[src/switch_settings.svh]
`ifndef SWITCH_SETTINGS_SVH
`define SWITCH_SETTINGS_SVH

`define SW_NUM_PORTS         4
`define SW_CAM_DEPTH         16
`define SW_DATA_FIFO_DEPTH   128
`define SW_STATUS_FIFO_DEPTH 4

// Destination MAC then source MAC
`define SW_HEADER_BYTES      12
`define SW_MIN_FRAME_BYTES   13

`endif
[src/switch_pkg.sv]
`default_nettype none
`include "switch_settings.svh"

package switch_pkg;

    typedef logic [47:0] mac_addr_t;
    typedef logic [$clog2(`SW_NUM_PORTS)-1:0] port_idx_t;
    typedef logic [`SW_NUM_PORTS-1:0] port_mask_t;

    // 9-bit queue word with the flag on top of the byte
    typedef struct packed {
        logic       last;
        logic [7:0] data;
    } port_word_t;

    typedef struct packed {
        logic good;
    } frame_status_t;

    typedef struct packed {
        logic [1:0] dibit;
        logic       data_enable;
        logic       error;
    } rmii_rx_t;

    typedef struct packed {
        logic [1:0] dibit;
        logic       valid;
    } rmii_tx_t;

endpackage

`default_nettype wire

[src/forwarding_engine.sv]
`timescale 1ns/1ns
`default_nettype none
`include "switch_settings.svh"

module forwarding_engine (
    input  wire                                                clock,
    input  wire                                                arst_n,
    input  wire switch_pkg::port_mask_t                        frame_ready,
    input  wire switch_pkg::port_word_t [`SW_NUM_PORTS-1:0]    head_word,
    input  wire switch_pkg::frame_status_t [`SW_NUM_PORTS-1:0] head_status,
    output switch_pkg::port_mask_t                             status_pop,
    output switch_pkg::port_mask_t                             word_pop,
    output logic                                               learn,
    output switch_pkg::mac_addr_t                              learn_mac,
    output switch_pkg::port_idx_t                              learn_port,
    output logic                                               lookup,
    output switch_pkg::mac_addr_t                              lookup_mac,
    input  wire                                                lookup_done,
    input  wire                                                hit,
    input  wire switch_pkg::port_idx_t                         hit_port,
    input  wire switch_pkg::port_mask_t                        tx_ready,
    output switch_pkg::port_word_t                             tx_word,
    output switch_pkg::port_mask_t                             tx_valid
);
    import switch_pkg::*;

    localparam int hdr_bytes = `SW_HEADER_BYTES;
    localparam int cw        = $clog2(hdr_bytes);

    typedef enum logic [2:0] {
        st_select, st_status, st_drain, st_header,
        st_lookup, st_wait, st_replay, st_stream
    } state_t;

    state_t                     state;
    port_idx_t                  in_port;
    port_idx_t                  rr_ptr;
    port_idx_t                  sel_port;
    port_mask_t                 mask;
    port_mask_t                 in_onehot;
    port_word_t                 in_word;
    logic [cw-1:0]              hdr_cnt;
    logic [0:hdr_bytes-1][7:0]  hdr;
    logic                       all_ready;
    logic                       filter;

    assign in_word    = head_word[in_port];
    assign in_onehot  = port_mask_t'(1) << in_port;
    assign all_ready  = (tx_ready & mask) == mask;
    // Bytes 0 to 5 destination, 6 to 11 source
    assign lookup_mac = hdr[0:5];
    assign learn_mac  = hdr[6:11];
    assign learn_port = in_port;
    assign filter     = hdr[6][0] || (hit && hit_port == in_port);

    // Lowest offset from the round-robin pointer wins
    always_comb begin
        port_idx_t cand;
        sel_port = rr_ptr;
        for (int k = `SW_NUM_PORTS - 1; k >= 0; k--) begin
            cand = rr_ptr + port_idx_t'(k);
            if (frame_ready[cand]) begin
                sel_port = cand;
            end
        end
    end

    always_comb begin
        status_pop = '0;
        word_pop   = '0;
        tx_valid   = '0;
        tx_word    = '{last: 1'b0, data: hdr[hdr_cnt]};
        learn      = 1'b0;
        lookup     = 1'b0;
        case (state)
            st_status: status_pop = in_onehot;
            st_drain, st_header: word_pop = in_onehot;
            st_lookup: begin
                // Multicast sources are never learned
                learn  = !hdr[6][0];
                lookup = 1'b1;
            end
            st_replay: begin
                if (all_ready) begin
                    tx_valid = mask;
                end
            end
            st_stream: begin
                tx_word = in_word;
                if (all_ready) begin
                    tx_valid = mask;
                    word_pop = in_onehot;
                end
            end
            default: ;
        endcase
    end

    ////////////////////////////////////////
    // Frame FSM
    ////////////////////////////////////////
    always_ff @(posedge clock or negedge arst_n) begin
        if (!arst_n) begin
            state   <= st_select;
            in_port <= '0;
            rr_ptr  <= '0;
            mask    <= '0;
            hdr_cnt <= '0;
        end else begin
            case (state)
                st_select: begin
                    if (|frame_ready) begin
                        in_port <= sel_port;
                        rr_ptr  <= sel_port + 1'b1;
                        state   <= st_status;
                    end
                end
                st_status: begin
                    hdr_cnt <= '0;
                    state   <= head_status[in_port].good ? st_header : st_drain;
                end
                st_drain: begin
                    if (in_word.last) begin
                        state <= st_select;
                    end
                end
                st_header: begin
                    hdr_cnt <= hdr_cnt + 1'b1;
                    if (hdr_cnt == cw'(hdr_bytes - 1)) begin
                        state <= st_lookup;
                    end
                end
                st_lookup: state <= st_wait;
                st_wait: begin
                    if (lookup_done) begin
                        hdr_cnt <= '0;
                        if (filter) begin
                            state <= st_drain;
                        end else begin
                            mask  <= hit ? (port_mask_t'(1) << hit_port) : ~in_onehot;
                            state <= st_replay;
                        end
                    end
                end
                st_replay: begin
                    if (all_ready) begin
                        hdr_cnt <= hdr_cnt + 1'b1;
                        if (hdr_cnt == cw'(hdr_bytes - 1)) begin
                            state <= st_stream;
                        end
                    end
                end
                st_stream: begin
                    if (all_ready && in_word.last) begin
                        mask  <= '0;
                        state <= st_select;
                    end
                end
                default: state <= st_select;
            endcase
        end
    end

    always_ff @(posedge clock) begin
        if (state == st_header) begin
            hdr[hdr_cnt] <= in_word.data;
        end
    end

    // Never echo a frame back out of its ingress port
    assert property (@(posedge clock) disable iff (!arst_n) (tx_valid & in_onehot) == '0);

endmodule

`default_nettype wire

[config.mk]
export PLATFORM = sky130hd
export DESIGN_NAME = forwarding_engine
export DESIGN_NICKNAME = d
export VERILOG_FILES = /design/src/switch_pkg.sv /design/src/forwarding_engine.sv
export VERILOG_INCLUDE_DIRS = /design/src /design/src/src
export SDC_FILE = /design/constraint.sdc
export NUM_CORES = 1
export LEC_CHECK = 0
export BUFFER_PORTS_ARGS = -buffer_cell sky130_fd_sc_hd__buf_4
export CAP_MARGIN = 40
export CORE_MARGIN = 10
export CORE_UTILIZATION = 50
export CTS_CLUSTER_DIAMETER = 30
export CTS_CLUSTER_SIZE = 25
export DETAILED_ROUTE_END_ITERATION = 8
export GPL_TIMING_DRIVEN = 0
export HOLD_SLACK_MARGIN = 0.02
export PLACE_DENSITY = 0.75
export SLEW_MARGIN = 20
export SYNTH_ARGS = -nofsm -noshare
export SYNTH_HDL_FRONTEND = slang
export SYNTH_SLANG_ARGS = --single-unit
export TNS_END_PERCENT = 20
[constraint.sdc]
create_clock -name clock -period 3.75 [get_ports clock]
set_input_delay 0.375 -clock clock [delete_from_list [all_inputs] [get_ports clock]]
set_output_delay 0.375 -clock clock [all_outputs]
set_load 0.005 [all_outputs]
==> results_dict.tcl <==
set metrics [dict create \
    status "complete, no violations" \
    crit_path_end_kind "primary output" \
    cap_viol_max_count 0 \
    grt_start_max_net_pins 19 \
    cts.sinks 111 \
    dpl_cell_area_sq_um 6754 \
    die_h_um 122.6 \
    rsz0062_at_grt "false" \
    synthSimpleGateAreaFrac_pct 10.65 \
    cp_num_buf_inv 3 \
    slew_headroom_pct 51.12 \
    ios 175 \
    design_area_sq_um 6959 \
    cts_tree "built" \
    row_count 37 \
    critPathSlowestCell "clkbuf_1" \
    required_ns 3.38 \
    tightestPinTransition_ns 0.7271 \
    path_max_fanout 10 \
    utilization_pct 67.71 \
    cts_buffer_depth 2 \
    ys_warn_count 0 \
    grt_pass1_vias 4131 \
    drtAntennaViolNets 0 \
    hold_start "frame_ready[2]" \
    grt-ovfl-total 0 \
    hold_viol 0 \
    syn_area_sq_um 5264 \
    antennaDiodeCount 0 \
    start_kind "register" \
    reg2reg_depth 4 \
    hpwl_um 11700 \
    r2r_slack_ns 1.22 \
    tns_ns 0 \
    fin_crit_ns 3.345 \
    syn_avg_cell_area_sq_um 15.00 \
    synth_cell_type_count 48 \
    crit_type "register to primary output" \
    yosysSeqAreaShare_pct 61.90 \
    p_per_area_nw_per_um2 593.7 \
    drt_first_pass_iters 5 \
    track_usage_pct 19.83 \
    initial_utilization_pct 51.22 \
    synth-compound-area-share_pct 6.798 \
    wl_per_cell_um 22.22 \
    coreArea_sq_um 10280 \
    drv_slew 0 \
    path_delay_family "buffers and inverters" \
    r2r_start "hdr_cnt[2]" \
    fillers 765 \
    clock.fmax_mhz 299.0 \
    synth_xor_area_share_pct 0.6656 \
    instances_no_fill 678 \
    synth_top_area_cell "edfxtp_1" \
    gp_congestion 0.8618 \
    hold_depth 3 \
    cpPeakStageDelay_ns 0.59 \
    portBuffers 174 \
    synthFlopType "edfxtp_1" \
    num_vias 3845 \
    drive_gt1_share_pct 44.65 \
    place_inst 662 \
    synth_area_leaders "edfxtp_1, mux4_2, dfrtp_1, a21oi_1, nor2_1" \
    peakVddDrop_mv 0.3998 \
    final_cell_mix "buf_4, edfxtp_1, mux4_2" \
    hold_class "input pin to register" \
    layout_commonest_cell "buf_4" \
    path_clk_slew_ns 0.10 \
    insertion_delay_ns 0.37 \
    grt_pass1_wl_um 22920 \
    final.period_utilization_pct 89.19 \
    clockRootBuffer "clkbuf_8" \
    whs_endpoint "rr_ptr[0]" \
    synthAdderAreaFrac_pct 0.9508 \
    syn_nets 409 \
    path_cells "clkbuf_1 > clkbuf_1 > mux4_2 > mux2i_1 > nor2_1 > a21oi_1 > a21oi_1 > buf_4" \
    vias_per_cell 5.671 \
    grt_antenna_before_repair 0 \
    synth.top_cell.area_share_pct 54.77 \
    finalClockSkew_ns 0.008832 \
    synth_top_family_by_area "multiplexers" \
    netlist_instances 351 \
    area_delta_synth_final_pct 32.21 \
    cts_buffers 9 \
    htreeDepth 3 \
    arrival_ns 2.97 \
    ys_ff_latch 111 \
    setup_viol 0 \
    synth-async-reset-ratio_pct 13.51 \
    rr_endpoint "learn_mac[41]" \
    die_x_um 122.6 \
    leakagePower_nw 2.685 \
    nets 596 \
    post-cts-setup-buffers 0 \
    muxShareOfSynthArea_pct 16.57 \
    drt_iter0_drc 340 \
    synth-edff-count 96 \
    die_area_sq_um 15030 \
    drcViolationCount 0 \
    routed_wl_um 15070 \
]
==> per-stage QoR <==
step	hold WS [ns]	setup WS (ns)	power, mW
final	0.3804	0.4053	4.132
after global placement	0.2453	0.8402	3.400
after global routing	0.4022	0.2641	4.368
after CTS	0.3637	0.3675	4.145
after detailed placement	0.2440	0.7971	3.450
after floorplan	0.07941	1.558	2.795
==> kinds of logic (layout without fill, tap and decap cells) <==
family | after synthesis | after routing
fa+ha+maj | 4 | 4
buf+inv | 28 | 219
xor+xnor | 4 | 4
simple gates | 105 | 105
flops | 111 | 111
compound gates | 55 | 55
mux | 44 | 44
==> Yosys cell counts (4+ instances only) <==
cell type / number
nor3_1: 6
mux2i_1: 8
nand2_1: 13
ha_1: 4
o21ai_0: 11
or3_1: 4
edfxtp_1: 96
nor2b_1: 9
buf_2: 5
nor2_1: 30
dfrtp_1: 15
and2_1: 14
inv_1: 7
mux4_2: 34
clkbuf_1: 9
nand3_1: 6
nand2b_1: 9
a21oi_1: 25
==> final cells by class <==
class	count	area, sq um	share of cell area (%)
multi-input cells	212	1882	27.04
flip-flops and latches	111	3258	46.82
clock inverters	5	67.56	0.9709
repair buffers	176	1324	19.02
well taps	136	170.2	2.445
plain buffers	21	103.9	1.492
inverters	7	26.28	0.3776
clock buffers	10	127.6	1.834
==> report_power, final <==
part | internal, mW | total, mW | switching, mW
Sequential | 1.61 | 1.68 | 0.0675
Combinational | 0.775 | 1.75 | 0.970
Clock | 0.315 | 0.708 | 0.393
==> flip-flops by register name, summed over array words and instances (netlist names) <==
name / count
lookup_mac: 48
hdr_cnt: 4
learn_port: 2
state: 3
mask: 4
rr_ptr: 2
learn_mac: 48
==> timing repair <==
action / in CTS / in global routing
hold endpoints to repair: 15 / 0
hold buffers: 1 / 0
resized for setup: 0 / 0
==> layer usage <==
layer | vias to the layer above | track usage, % | routed length (um)
li1 | 1736 | - | -
met1 | 1875 | 23.25 | 5738
met2 | 215 | 34.02 | 7442
met3 | 19 | 7.117 | 1655
met4 | 0 | 5.081 | 229
met5 | - | 0 | 0
==> how the worst max path moves through the flow <==
stage	depth (start not counted)	startpoint	end	slack, ns
detailed placement	8	hdr_cnt[1]	tx_word[2]	0.80
global placement	3	hdr_cnt[2]	lookup_mac[23]	0.84
floorplan	7	hdr_cnt[0]	tx_word[7]	1.56
global route	8	hdr_cnt[1]	tx_word[2]	0.26
finish	8	hdr_cnt[1]	tx_word[2]	0.41
CTS	8	hdr_cnt[1]	tx_word[2]	0.37
==> worst reg2reg max path: stages (launching register included) <==
cell and delay [ns]:
dfrtp_1 0.33, clkbuf_1 0.34, buf_1 0.61, nor3b_1 0.41
and2_1 0.49
Power figures use the tool's default switching activity.
