### src/switch_settings.svh
`ifndef SWITCH_SETTINGS_SVH
`define SWITCH_SETTINGS_SVH

`define SW_NUM_PORTS         4
`define SW_CAM_DEPTH         16
`define SW_DATA_FIFO_DEPTH   128
`define SW_STATUS_FIFO_DEPTH 4

// Destination MAC then source MAC
`define SW_HEADER_BYTES      12
`define SW_MIN_FRAME_BYTES   13

`endif
### src/switch_pkg.sv
`default_nettype none
`include "switch_settings.svh"

package switch_pkg;

    typedef logic [47:0] mac_addr_t;
    typedef logic [$clog2(`SW_NUM_PORTS)-1:0] port_idx_t;
    typedef logic [`SW_NUM_PORTS-1:0] port_mask_t;

    // 9-bit queue word with the flag on top of the byte
    typedef struct packed {
        logic       last;
        logic [7:0] data;
    } port_word_t;

    typedef struct packed {
        logic good;
    } frame_status_t;

    typedef struct packed {
        logic [1:0] dibit;
        logic       data_enable;
        logic       error;
    } rmii_rx_t;

    typedef struct packed {
        logic [1:0] dibit;
        logic       valid;
    } rmii_tx_t;

endpackage

`default_nettype wire

### src/rmii_transmit_port.sv
`timescale 1ns/1ns
`default_nettype none

module rmii_transmit_port (
    input  wire                         clock,
    input  wire                         arst_n,
    input  wire switch_pkg::port_word_t tx_word,
    input  wire                         tx_load,
    output logic                        ready,
    output switch_pkg::rmii_tx_t        tx
);

    logic       busy;
    logic       last_q;
    logic [1:0] dib_cnt;
    logic [5:0] shreg;

    // A byte may follow on the final dibit, except after the end of a frame
    assign ready = !busy || (dib_cnt == 2'd3 && !last_q);

    always_ff @(posedge clock or negedge arst_n) begin
        if (!arst_n) begin
            busy    <= 1'b0;
            last_q  <= 1'b0;
            dib_cnt <= '0;
            tx      <= '0;
        end else if (tx_load) begin
            busy    <= 1'b1;
            last_q  <= tx_word.last;
            dib_cnt <= '0;
            tx      <= '{dibit: tx_word.data[1:0], valid: 1'b1};
        end else if (busy) begin
            dib_cnt  <= dib_cnt + 1'b1;
            tx.dibit <= shreg[1:0];
            if (dib_cnt == 2'd3) begin
                busy <= 1'b0;
                tx   <= '0;
            end
        end
    end

    always_ff @(posedge clock) begin
        if (tx_load) begin
            shreg <= tx_word.data[7:2];
        end else begin
            shreg <= shreg >> 2;
        end
    end

    assert property (@(posedge clock) disable iff (!arst_n) tx_load |-> ready);

endmodule

`default_nettype wire

### config.mk
export PLATFORM = sky130hd
export DESIGN_NAME = rmii_transmit_port
export DESIGN_NICKNAME = d
export VERILOG_FILES = /design/src/switch_pkg.sv /design/src/rmii_transmit_port.sv
export VERILOG_INCLUDE_DIRS = /design/src /design/src/src
export SDC_FILE = /design/constraint.sdc
export NUM_CORES = 1
export LEC_CHECK = 0
export ABC_AREA = 0
export BUFFER_PORTS_ARGS = -buffer_cell sky130_fd_sc_hd__buf_2
export CAP_MARGIN = 20
export CORE_MARGIN = 1
export CORE_UTILIZATION = 30
export DETAILED_ROUTE_END_ITERATION = 10
export PLACE_DENSITY = 0.63
export SETUP_SLACK_MARGIN = 0.02
export SLEW_MARGIN = 0
export SYNTH_ARGS = -nofsm -noshare
export SYNTH_HDL_FRONTEND = slang
export SYNTH_SLANG_ARGS = --single-unit
### constraint.sdc
create_clock -name clock -period 2.35 [get_ports clock]
set_input_delay 0.235 -clock clock [delete_from_list [all_inputs] [get_ports clock]]
set_output_delay 0.235 -clock clock [all_outputs]
set_load 0.005 [all_outputs]
==> run_results.csv, run 1 <==
group,metric,value,unit
global_route,grt_pass1_wl,1350,um
cts,cts_hold_buf,1,
worst_setup_path,timing.rr.end,"tx[1]",
placed_design,gp_congestion,0.602,
cts,cts-buffers-inserted,3,
hold_path,hold_path_end,"shreg[4]",
cts,clk_latency,0.27,ns
timing,max_slew_margin,0.812,
final_layout,fill_cells,162,
final_layout,nets,73,
final_layout,layout_common_cells,"15 x buf_2, 7 x dfrtp_1, 6 x dfxtp_1",
hold_path,hp-start,"tx_word[6]",
floorplan,rows,14,
worst_setup_path,endpoint_kind,"primary output",
routing,routedWlPerCell,10.3,um
yosys,syn_nets,54,
yosys,yosys_warnings,0,
worst_setup_path,crit_type,"reg2out",
yosys,ys_types,19,
floorplan,die_w,43.1,um
cts,cts_setup_buffers,0,
global_route,grt_max_degree,15,
worst_setup_path,worstPathMaxFanout,4,
timing,skew,0.000337,ns
placed_design,io_buffers,15,
timing,period_share,0.607,
floorplan,ioPinCount,16,
routing,dr.pass1.iters,2,
timing,rsz0062_at_grt,"no",
yosys,syn_inst,41,
timing,maxSlewViolCount,0,
worst_setup_path,ff2ff_path_depth,3,
yosys,netlist_area,507,sq um
timing,setup_viol,0,
routing,drc,0,
cts,cts_resized,0,
global_route,antenna_found_initial,0,
worst_setup_path,reg2reg_from,"dib_cnt[0]",
timing,finalHoldViolCount,0,
global_route,grtUsageTotal,0.102,
cts,h-tree-depth,1,
routing,drt_first_iter_violations,1,
final_layout,ff_latch_area,295,sq um
cts,cts_root_buf,"clkbuf_4",
yosys,ys_ff_latch,13,
routing,vias,334,
placed_design,dp_hpwl,541,um
yosys,syn_area_per_cell,12.4,sq um
worst_setup_path,required,2.12,ns
power,ir_worst_vdd,0.499,mV
final_layout,multi_input_area,188,sq um
routing,viasPerCell,4.45,
power,power.density,752,mW/mm^2
timing,worstMarginPinSlew,0.282,ns
final_layout,antenna_cells_inserted,0,
yosys,ys_seq_area_frac,0.583,
timing,setup_tns,0,ns
worst_setup_path,worst_ep_arrival_time,1.19,ns
worst_setup_path,start_kind,"register",
routing,wl,776,um
worst_setup_path,reg2reg_setup_slack,1.32,ns
timing,whs,0.160,ns
final_layout,drive_above_1_share,0.407,
floorplan,die_y,43.1,um
power,leakage,0.294,nW
routing,ant_nets,0,
floorplan,die-area,0.00186,sq mm
hold_path,hold_depth,2,
timing,fmax,702,MHz
job,max_cap_viol_count,0,
floorplan,coreArea,0.00154,sq mm
global_route,grt_pass1_vias,346,
floorplan,initial_core_util,0.329,
final_layout,area_delta_synth_final,23.0,%
cts,numClockSinks,13,
cts,cts.clk_slew.worst_paths,0.08,ns
hold_path,hold_path_class,"in2reg",
global_route,globalRoute.totalOverflow,0,
final_layout,final_common_cell,"buf_2",
cts,cts_tree,"built",
status,outcome,"complete, no violations",
timing,fin_crit,1.43,ns
cts,clockBufferDepth,2,
-- kinds of logic after synthesis --
logic type	Yosys count	share of synthesized area
AOI/OAI and AO/OA	5	0.0642
xor gates and xnor gates	1	0.0173
adders and majority gates	1	0.0247
buffers and inverters	4	0.0469
DFF	13	0.583
muxes	6	0.138
and+or+nand+nor	11	0.126
-- sequential cells by signal (all words and copies together), names as in the netlist --
register and count:
last_q 1, tx 3, busy 1, shreg 6, dib_cnt 2
-- power breakdown --
| part | switching [W] | internal, W |
|---|---|---|
| sequential | 0.0000144 | 0.000247 |
| clock | 0.0000733 | 0.0000631 |
| combinational | 0.0000283 | 0.0000426 |
-- metal layers --
| metal | global-route usage | share of wire |
|---|---|---|
| met5 | 0 | 0 |
| met2 | 0.167 | 0.46 |
| met4 | 0.0364 | 0 |
| met1 | 0.104 | 0.47 |
| met3 | 0.0638 | 0.066 |
-- worst max-delay path by stage --
| stage | from | end | slack (ns) | depth (start not counted) |
|---|---|---|---|---|
| after floorplan | dib_cnt[0] | ready | 1.35 | 3 |
| after global placement | dib_cnt[0] | ready | 1.23 | 4 |
| after detailed placement | dib_cnt[0] | ready | 1.22 | 4 |
| after CTS | dib_cnt[0] | ready | 0.91 | 4 |
| after global routing | dib_cnt[0] | ready | 0.85 | 4 |
| final | dib_cnt[0] | ready | 0.92 | 4 |
-- area by class of cell --
class                      instances  area share
multi-input combinational         24       0.301
timing repair buffer              16       0.137
inverter                           2      0.0120
clock inverter                     1     0.00803
tap                               16      0.0321
sequential                        13       0.474
clock buffer                       3      0.0361
-- worst max-delay path, cell delays in order, from the launching register on --
cell and delay (ns):
dfrtp_1 0.40, ha_1 0.23, inv_1 0.08, o21ai_0 0.07
buf_2 0.14
-- cell usage after synthesis, drive strengths merged --
library cell,count,share of area
dfrtp,7,0.35
dfxtp,6,0.24
mux2,5,0.12
a21o,2,0.030
a31oi,2,0.025
and2,2,0.025
buf,2,0.032
inv,2,0.015
nand2b,2,0.025
nand3b,2,0.030
nor2,2,0.015
nor2b,2,0.025
ha,1,0.025
mux2i,1,0.020
nand2,1,0.0074
o21ai,1,0.0099
xnor2,1,0.017
-- stage by stage --
step	utilization	cell area (sq um)	power [W]	cells	setup WS [ns]
2_1_floorplan	-	507	0.000311	41	1.35
3_3_place_gp	0.380	586	0.000335	70	1.23
3_5_place_dp	0.380	586	0.000337	70	1.22
4_1_cts	0.404	623	0.000474	75	0.910
5_1_grt	0.404	623	0.000500	75	0.847
6_report	0.404	623	0.000468	75	0.925
(Power assumes the default switching activity.)
==> run 2, diff against run 1 <==
Settings changed: PLACE_DENSITY 0.63 to 0.65.
Clock period 2.35 ns to 1.2 ns, I/O delays scaled along.
==> run 2 against run 1 <==
Compared with the run above: the run now ends with negative setup slack left; global-route usage grew 0.36 points; sequential power grew 96%; die area is the same.
==> run_results.csv, run 2 (synthesized netlist as in run 1, its figures left out) <==
group,metric,value,unit
global_route,grtUsageTotal,0.105,
worst_setup_path,cp_num_cells,4,
final_layout,area_delta_synth_final,29.4,%
cts,cts_tree,"built",
timing,max_slew_margin,0.816,
cts,cts.clk_slew.worst_paths,0.08,ns
global_route,globalRoute.totalOverflow,0,
timing,whs,0.0475,ns
routing,ant_nets,0,
global_route,antenna_found_initial,0,
timing,skew,0.00988,ns
floorplan,die-area,0.00186,sq mm
floorplan,initial_core_util,0.329,
power,power.density,1450,mW/mm^2
routing,routedWlPerCell,10.5,um
global_route,grt_pass1_vias,345,
worst_setup_path,path_cells,"ha_2 > inv_2 > o21ai_1 > buf_2",
worst_setup_path,start_kind,"register",
hold_path,hp-start,"tx_word[6]",
hold_path,hold_path_class,"in2reg",
final_layout,final_area,656,sq um
cts,clockBufferDepth,2,
floorplan,rows,14,
final_layout,reg_top3,"shreg: 6 flops, tx: 3 flops, dib_cnt: 2 flops",
timing,fmax,826,MHz
cts,cts-buffers-inserted,3,
job,max_cap_viol_count,0,
power,leakage,0.312,nW
final_layout,nets,77,
cts,cts_root_buf,"clkbuf_4",
worst_setup_path,worstPathMaxFanout,2,
floorplan,ioPinCount,16,
routing,wl,832,um
timing,setup_tns,-0.0109,ns
placed_design,dp.cells,70,
final_layout,final_util,0.425,
cts,numClockSinks,13,
timing,period_share,1.01,
power,ir_worst_vdd,0.676,mV
final_layout,instances_no_fill,79,
global_route,grt_max_degree,15,
worst_setup_path,path_buf_inv,2,
routing,drt_first_iter_violations,2,
placed_design,gp_congestion,0.651,
routing,drc,0,
worst_setup_path,worst_ep_arrival_time,1.09,ns
final_layout,largest_reg_flops,6,
routing,viasPerCell,4.46,
worst_setup_path,endpoint_kind,"primary output",
timing,finalHoldViolCount,0,
routing,dr.pass1.iters,2,
global_route,grt_pass1_wl,1390,um
timing,maxSlewViolCount,0,
timing,fin_crit,1.21,ns
worst_setup_path,ff2ff_path_depth,4,
final_layout,largest-register,"shreg",
timing,layout_setup_ws,-0.0109,ns
worst_setup_path,cpLargestDelayFamily,"flip-flops",
timing,rsz0062_at_grt,"yes",
final_layout,layout_common_cells,"15 x buf_2, 7 x dfrtp_1, 6 x dfxtp_1",
floorplan,die_y,43.1,um
placed_design,io_buffers,15,
floorplan,coreArea,0.00154,sq mm
worst_setup_path,reg2reg_from,"dib_cnt[0]",
placed_design,dp_hpwl,568,um
worst_setup_path,required,1.08,ns
floorplan,die_w,43.1,um
timing,worstMarginPinSlew,0.275,ns
final_layout,antenna_cells_inserted,0,
worst_setup_path,crit_type,"reg2out",
routing,vias,352,
status,outcome,"complete, but fails checks",
status,violations,"negative setup slack",
timing,setup_viol,1,
hold_path,hold_depth,2,
cts,clk_latency,0.28,ns
worst_setup_path,crit_start,"dib_cnt[0]",
cts,h-tree-depth,1,
placed_design,placed_cell_area,586,sq um
worst_setup_path,cp_slowest_cell,"dfrtp_1",
final_layout,final_common_cell,"buf_2",
worst_setup_path,critPathMaxStageDelay,0.39,ns
final_layout,drive_above_1_share,0.476,
[run 2: cell types whose count changed in the layout (fill, tap and decap cells not counted), sizes merged]
cell / delta
buf: +4
[run 2: worst paths after layout]
check | to | slack, ns
worst min-delay path | shreg[4] | 0.05
min in group asynchronous | last_q | 0.20
worst min register to register | shreg[3] | 0.46
worst max-delay path | ready | -0.01
worst max register to register | tx[2] | 0.10
max in group asynchronous | dib_cnt[1] | 0.83
[run 2: timing repair]
action                     CTS  global route
hold endpoints to repair     7             0
gates resized for setup      3             0
setup buffers                2             2
gates cloned                 0             0
setup endpoints to repair    1             1
hold buffers                 1             0
pin swaps                    2             0
[run 2: metrics by stage]
step,total power [W],worst slack (ns)
finish,0.000952,-0.0109
global route,0.00102,-0.0672
CTS,0.000948,-0.0293
detailed placement,0.000659,0.177
global placement,0.000656,0.192
floorplan,0.000608,0.239
[run 2: cell type report]
| class | count | area (sq um) |
|---|---|---|
| Clock buffer | 3 | 22.5 |
| Inverter | 2 | 7.51 |
| Fill cell | 164 | 886 |
| Multi-Input combinational cell | 24 | 190 |
| Sequential cell | 13 | 295 |
| Timing Repair Buffer | 20 | 115 |
| Tap cell | 16 | 20.0 |
| Clock inverter | 1 | 5.00 |
[run 2: power breakdown]
group          switching [W]  internal [W]
Sequential         0.0000281      0.000483
Combinational      0.0000648      0.000111
Clock               0.000142      0.000123
Total               0.000235      0.000718
[run 2: per-layer routing]
metal | track usage | part of all wire | routed length, um
met1 | 0.117 | 0.47 | 387
met4 | 0.0727 | 0 | 0
met5 | 0 | 0 | 0
met3 | 0.0426 | 0.050 | 42
met2 | 0.161 | 0.48 | 403
==> run 3, diff against run 2 <==
--- a/config.mk
+++ b/config.mk
@@ -15,2 +15,3 @@
 export PLACE_DENSITY = 0.65
+export RECOVER_POWER = 25
 export SETUP_SLACK_MARGIN = 0.02
==> constraint.sdc (replaced) <==
create_clock -name clock -period 1.2 [get_ports clock]
set_input_delay 0.36 -clock clock [delete_from_list [all_inputs] [get_ports clock]]
set_output_delay 0.36 -clock clock [all_outputs]
set_load 0.005 [all_outputs]
==> run 3 against run 2 <==
Compared with the run above: the run still ends with negative setup slack left; setup slack got worse by 0.21 ns; register-to-register slack is essentially flat; flip-flop and latch count stayed put; critical endpoint unchanged; highest routed layer unchanged.
==> run_results.csv, run 3 (synthesized netlist as in run 1, its figures left out) <==
group,metric,value,unit
status,outcome,"complete, but fails checks",
status,violations,"negative setup slack",
timing,fin_crit,1.42,ns
timing,max_slew_margin,0.584,
timing,rsz0062_at_grt,"yes",
routing,viasPerCell,4.34,
final_layout,largest_reg_flops,6,
worst_setup_path,required,0.84,ns
floorplan,die_y,43.1,um
routing,vias,347,
cts,h-tree-depth,1,
power,power.density,1440,mW/mm^2
cts,numClockSinks,13,
timing,layout_setup_ws,-0.222,ns
cts,clockBufferDepth,2,
hold_path,hold_path_end,"shreg[5]",
power,finalPower,0.000947,W
cts,cts-buffers-inserted,3,
floorplan,coreArea,0.00154,sq mm
final_layout,area_delta_synth_final,30.1,%
worst_setup_path,reg2reg_from,"dib_cnt[1]",
placed_design,pre_cts_ws,0.00415,ns
routing,routedWlPerCell,9.98,um
routing,drt_first_iter_violations,2,
worst_setup_path,start_kind,"register",
timing,period_share,1.18,
placed_design,dp_hpwl,573,um
worst_setup_path,ff2ff_path_depth,4,
timing,finalHoldViolCount,0,
worst_setup_path,timing.rr.end,"tx[1]",
hold_path,hold_depth,2,
routing,ant_nets,0,
floorplan,die_w,43.1,um
timing,whs,0.296,ns
cts,cts_tree,"built",
worst_setup_path,worst_ep_arrival_time,1.06,ns
routing,drc,0,
power,p_seq_frac,0.531,
timing,worstMarginPinSlew,0.624,ns
cts,cts_root_buf,"clkbuf_4",
timing,maxSlewViolCount,0,
worst_setup_path,reg2reg_setup_slack,0.11,ns
hold_path,hp-start,"tx_word[7]",
cts,clk_latency,0.26,ns
routing,dr.pass1.iters,2,
timing,skew,0.000422,ns
final_layout,drive_above_1_share,0.438,
global_route,grt_max_degree,15,
power,leakage,0.308,nW
floorplan,initial_core_util,0.329,
power,power.switching,0.000222,W
placed_design,gp_congestion,0.680,
power,power_frac_comb,0.196,
placed_design,dp.cells,73,
worst_setup_path,worstPathMaxFanout,2,
final_layout,instances_no_fill,80,
floorplan,die-area,0.00186,sq mm
final_layout,largest-register,"shreg",
final_layout,reg_top3,"shreg: 6 flops, tx: 3 flops, dib_cnt: 2 flops",
global_route,globalRoute.totalOverflow,0,
final_layout,layout_common_cells,"13 x buf_2, 7 x dfrtp_1, 6 x dfxtp_1",
hold_path,hold_path_class,"in2reg",
floorplan,rows,14,
cts,cts.clk_slew.worst_paths,0.07,ns
timing,fmax,703,MHz
global_route,grtUsageTotal,0.0956,
global_route,grt_pass1_vias,301,
global_route,grt_pass1_wl,1290,um
global_route,antenna_found_initial,0,
worst_setup_path,crit_type,"reg2out",
final_layout,final_util,0.428,
placed_design,io_buffers,15,
power,ir_worst_vdd,0.696,mV
power,internal-power,0.000724,W
floorplan,ioPinCount,16,
job,max_cap_viol_count,0,
routing,wl,798,um
final_layout,final_common_cell,"buf_2",
worst_setup_path,endpoint_kind,"primary output",
timing,setup_viol,1,
final_layout,antenna_cells_inserted,0,
power,switching_share,0.235,
power,pwr-share-clk,0.273,
final_layout,nets,78,
run 3: power by group through the flow:
stage | Clock, W | Combinational [W] | Sequential [W]
2_1_floorplan | 0 | 0.0000978 | 0.000511
3_3_place_gp | 0 | 0.000164 | 0.000510
3_5_place_dp | 0 | 0.000165 | 0.000513
4_1_cts | 0.000276 | 0.000176 | 0.000504
5_1_grt | 0.000291 | 0.000207 | 0.000510
6_report | 0.000259 | 0.000185 | 0.000503
run 3: repair_timing:
action,4_1_cts,5_1_grt
hold endpoints to repair,7,0
pin swaps,2,0
hold buffers,1,0
setup buffers,1,1
endpoints found under the setup margin,1,1
gates resized for setup,3,0
run 3: cell type report:
class	instances	area (sq um)
Multi-Input combinational cell	24	190
Fill cell	149	882
Inverter	2	7.51
Sequential cell	13	295
Tap cell	16	20.0
Clock buffer	4	26.3
Timing Repair Buffer	21	120
run 3: stage by stage:
| stage | TNS (ns) | area, sq um |
|---|---|---|
| floorplan | 0 | 507 |
| global placement | 0 | 608 |
| detailed placement | 0 | 608 |
| CTS | -0.243 | 654 |
| global route | -0.283 | 659 |
| finish | -0.222 | 659 |
run 3: worst max-delay path by stage:
stage	depth (start not counted)	from	end	slack, ns
after detailed placement	4	dib_cnt[0]	ready	0.004
after global placement	4	dib_cnt[0]	ready	0.02
after floorplan	3	dib_cnt[0]	ready	0.08
after CTS	4	dib_cnt[1]	ready	-0.24
after global routing	4	dib_cnt[0]	ready	-0.28
final	4	dib_cnt[0]	ready	-0.22
run 3: metal layers:
layer  global-route usage  vias up  part of all wire
met5                    0        -                 0
met1                0.131      153              0.53
met4               0.0545        0                 0
met2                0.125       11              0.42
li1                     -      183                 -
met3               0.0383        0             0.056
run 3: worst max-delay path: stages (launching register included):
cell	delay, ns
dfrtp_1	0.36
ha_2	0.19
inv_2	0.04
o21ai_1	0.09
buf_2	0.12
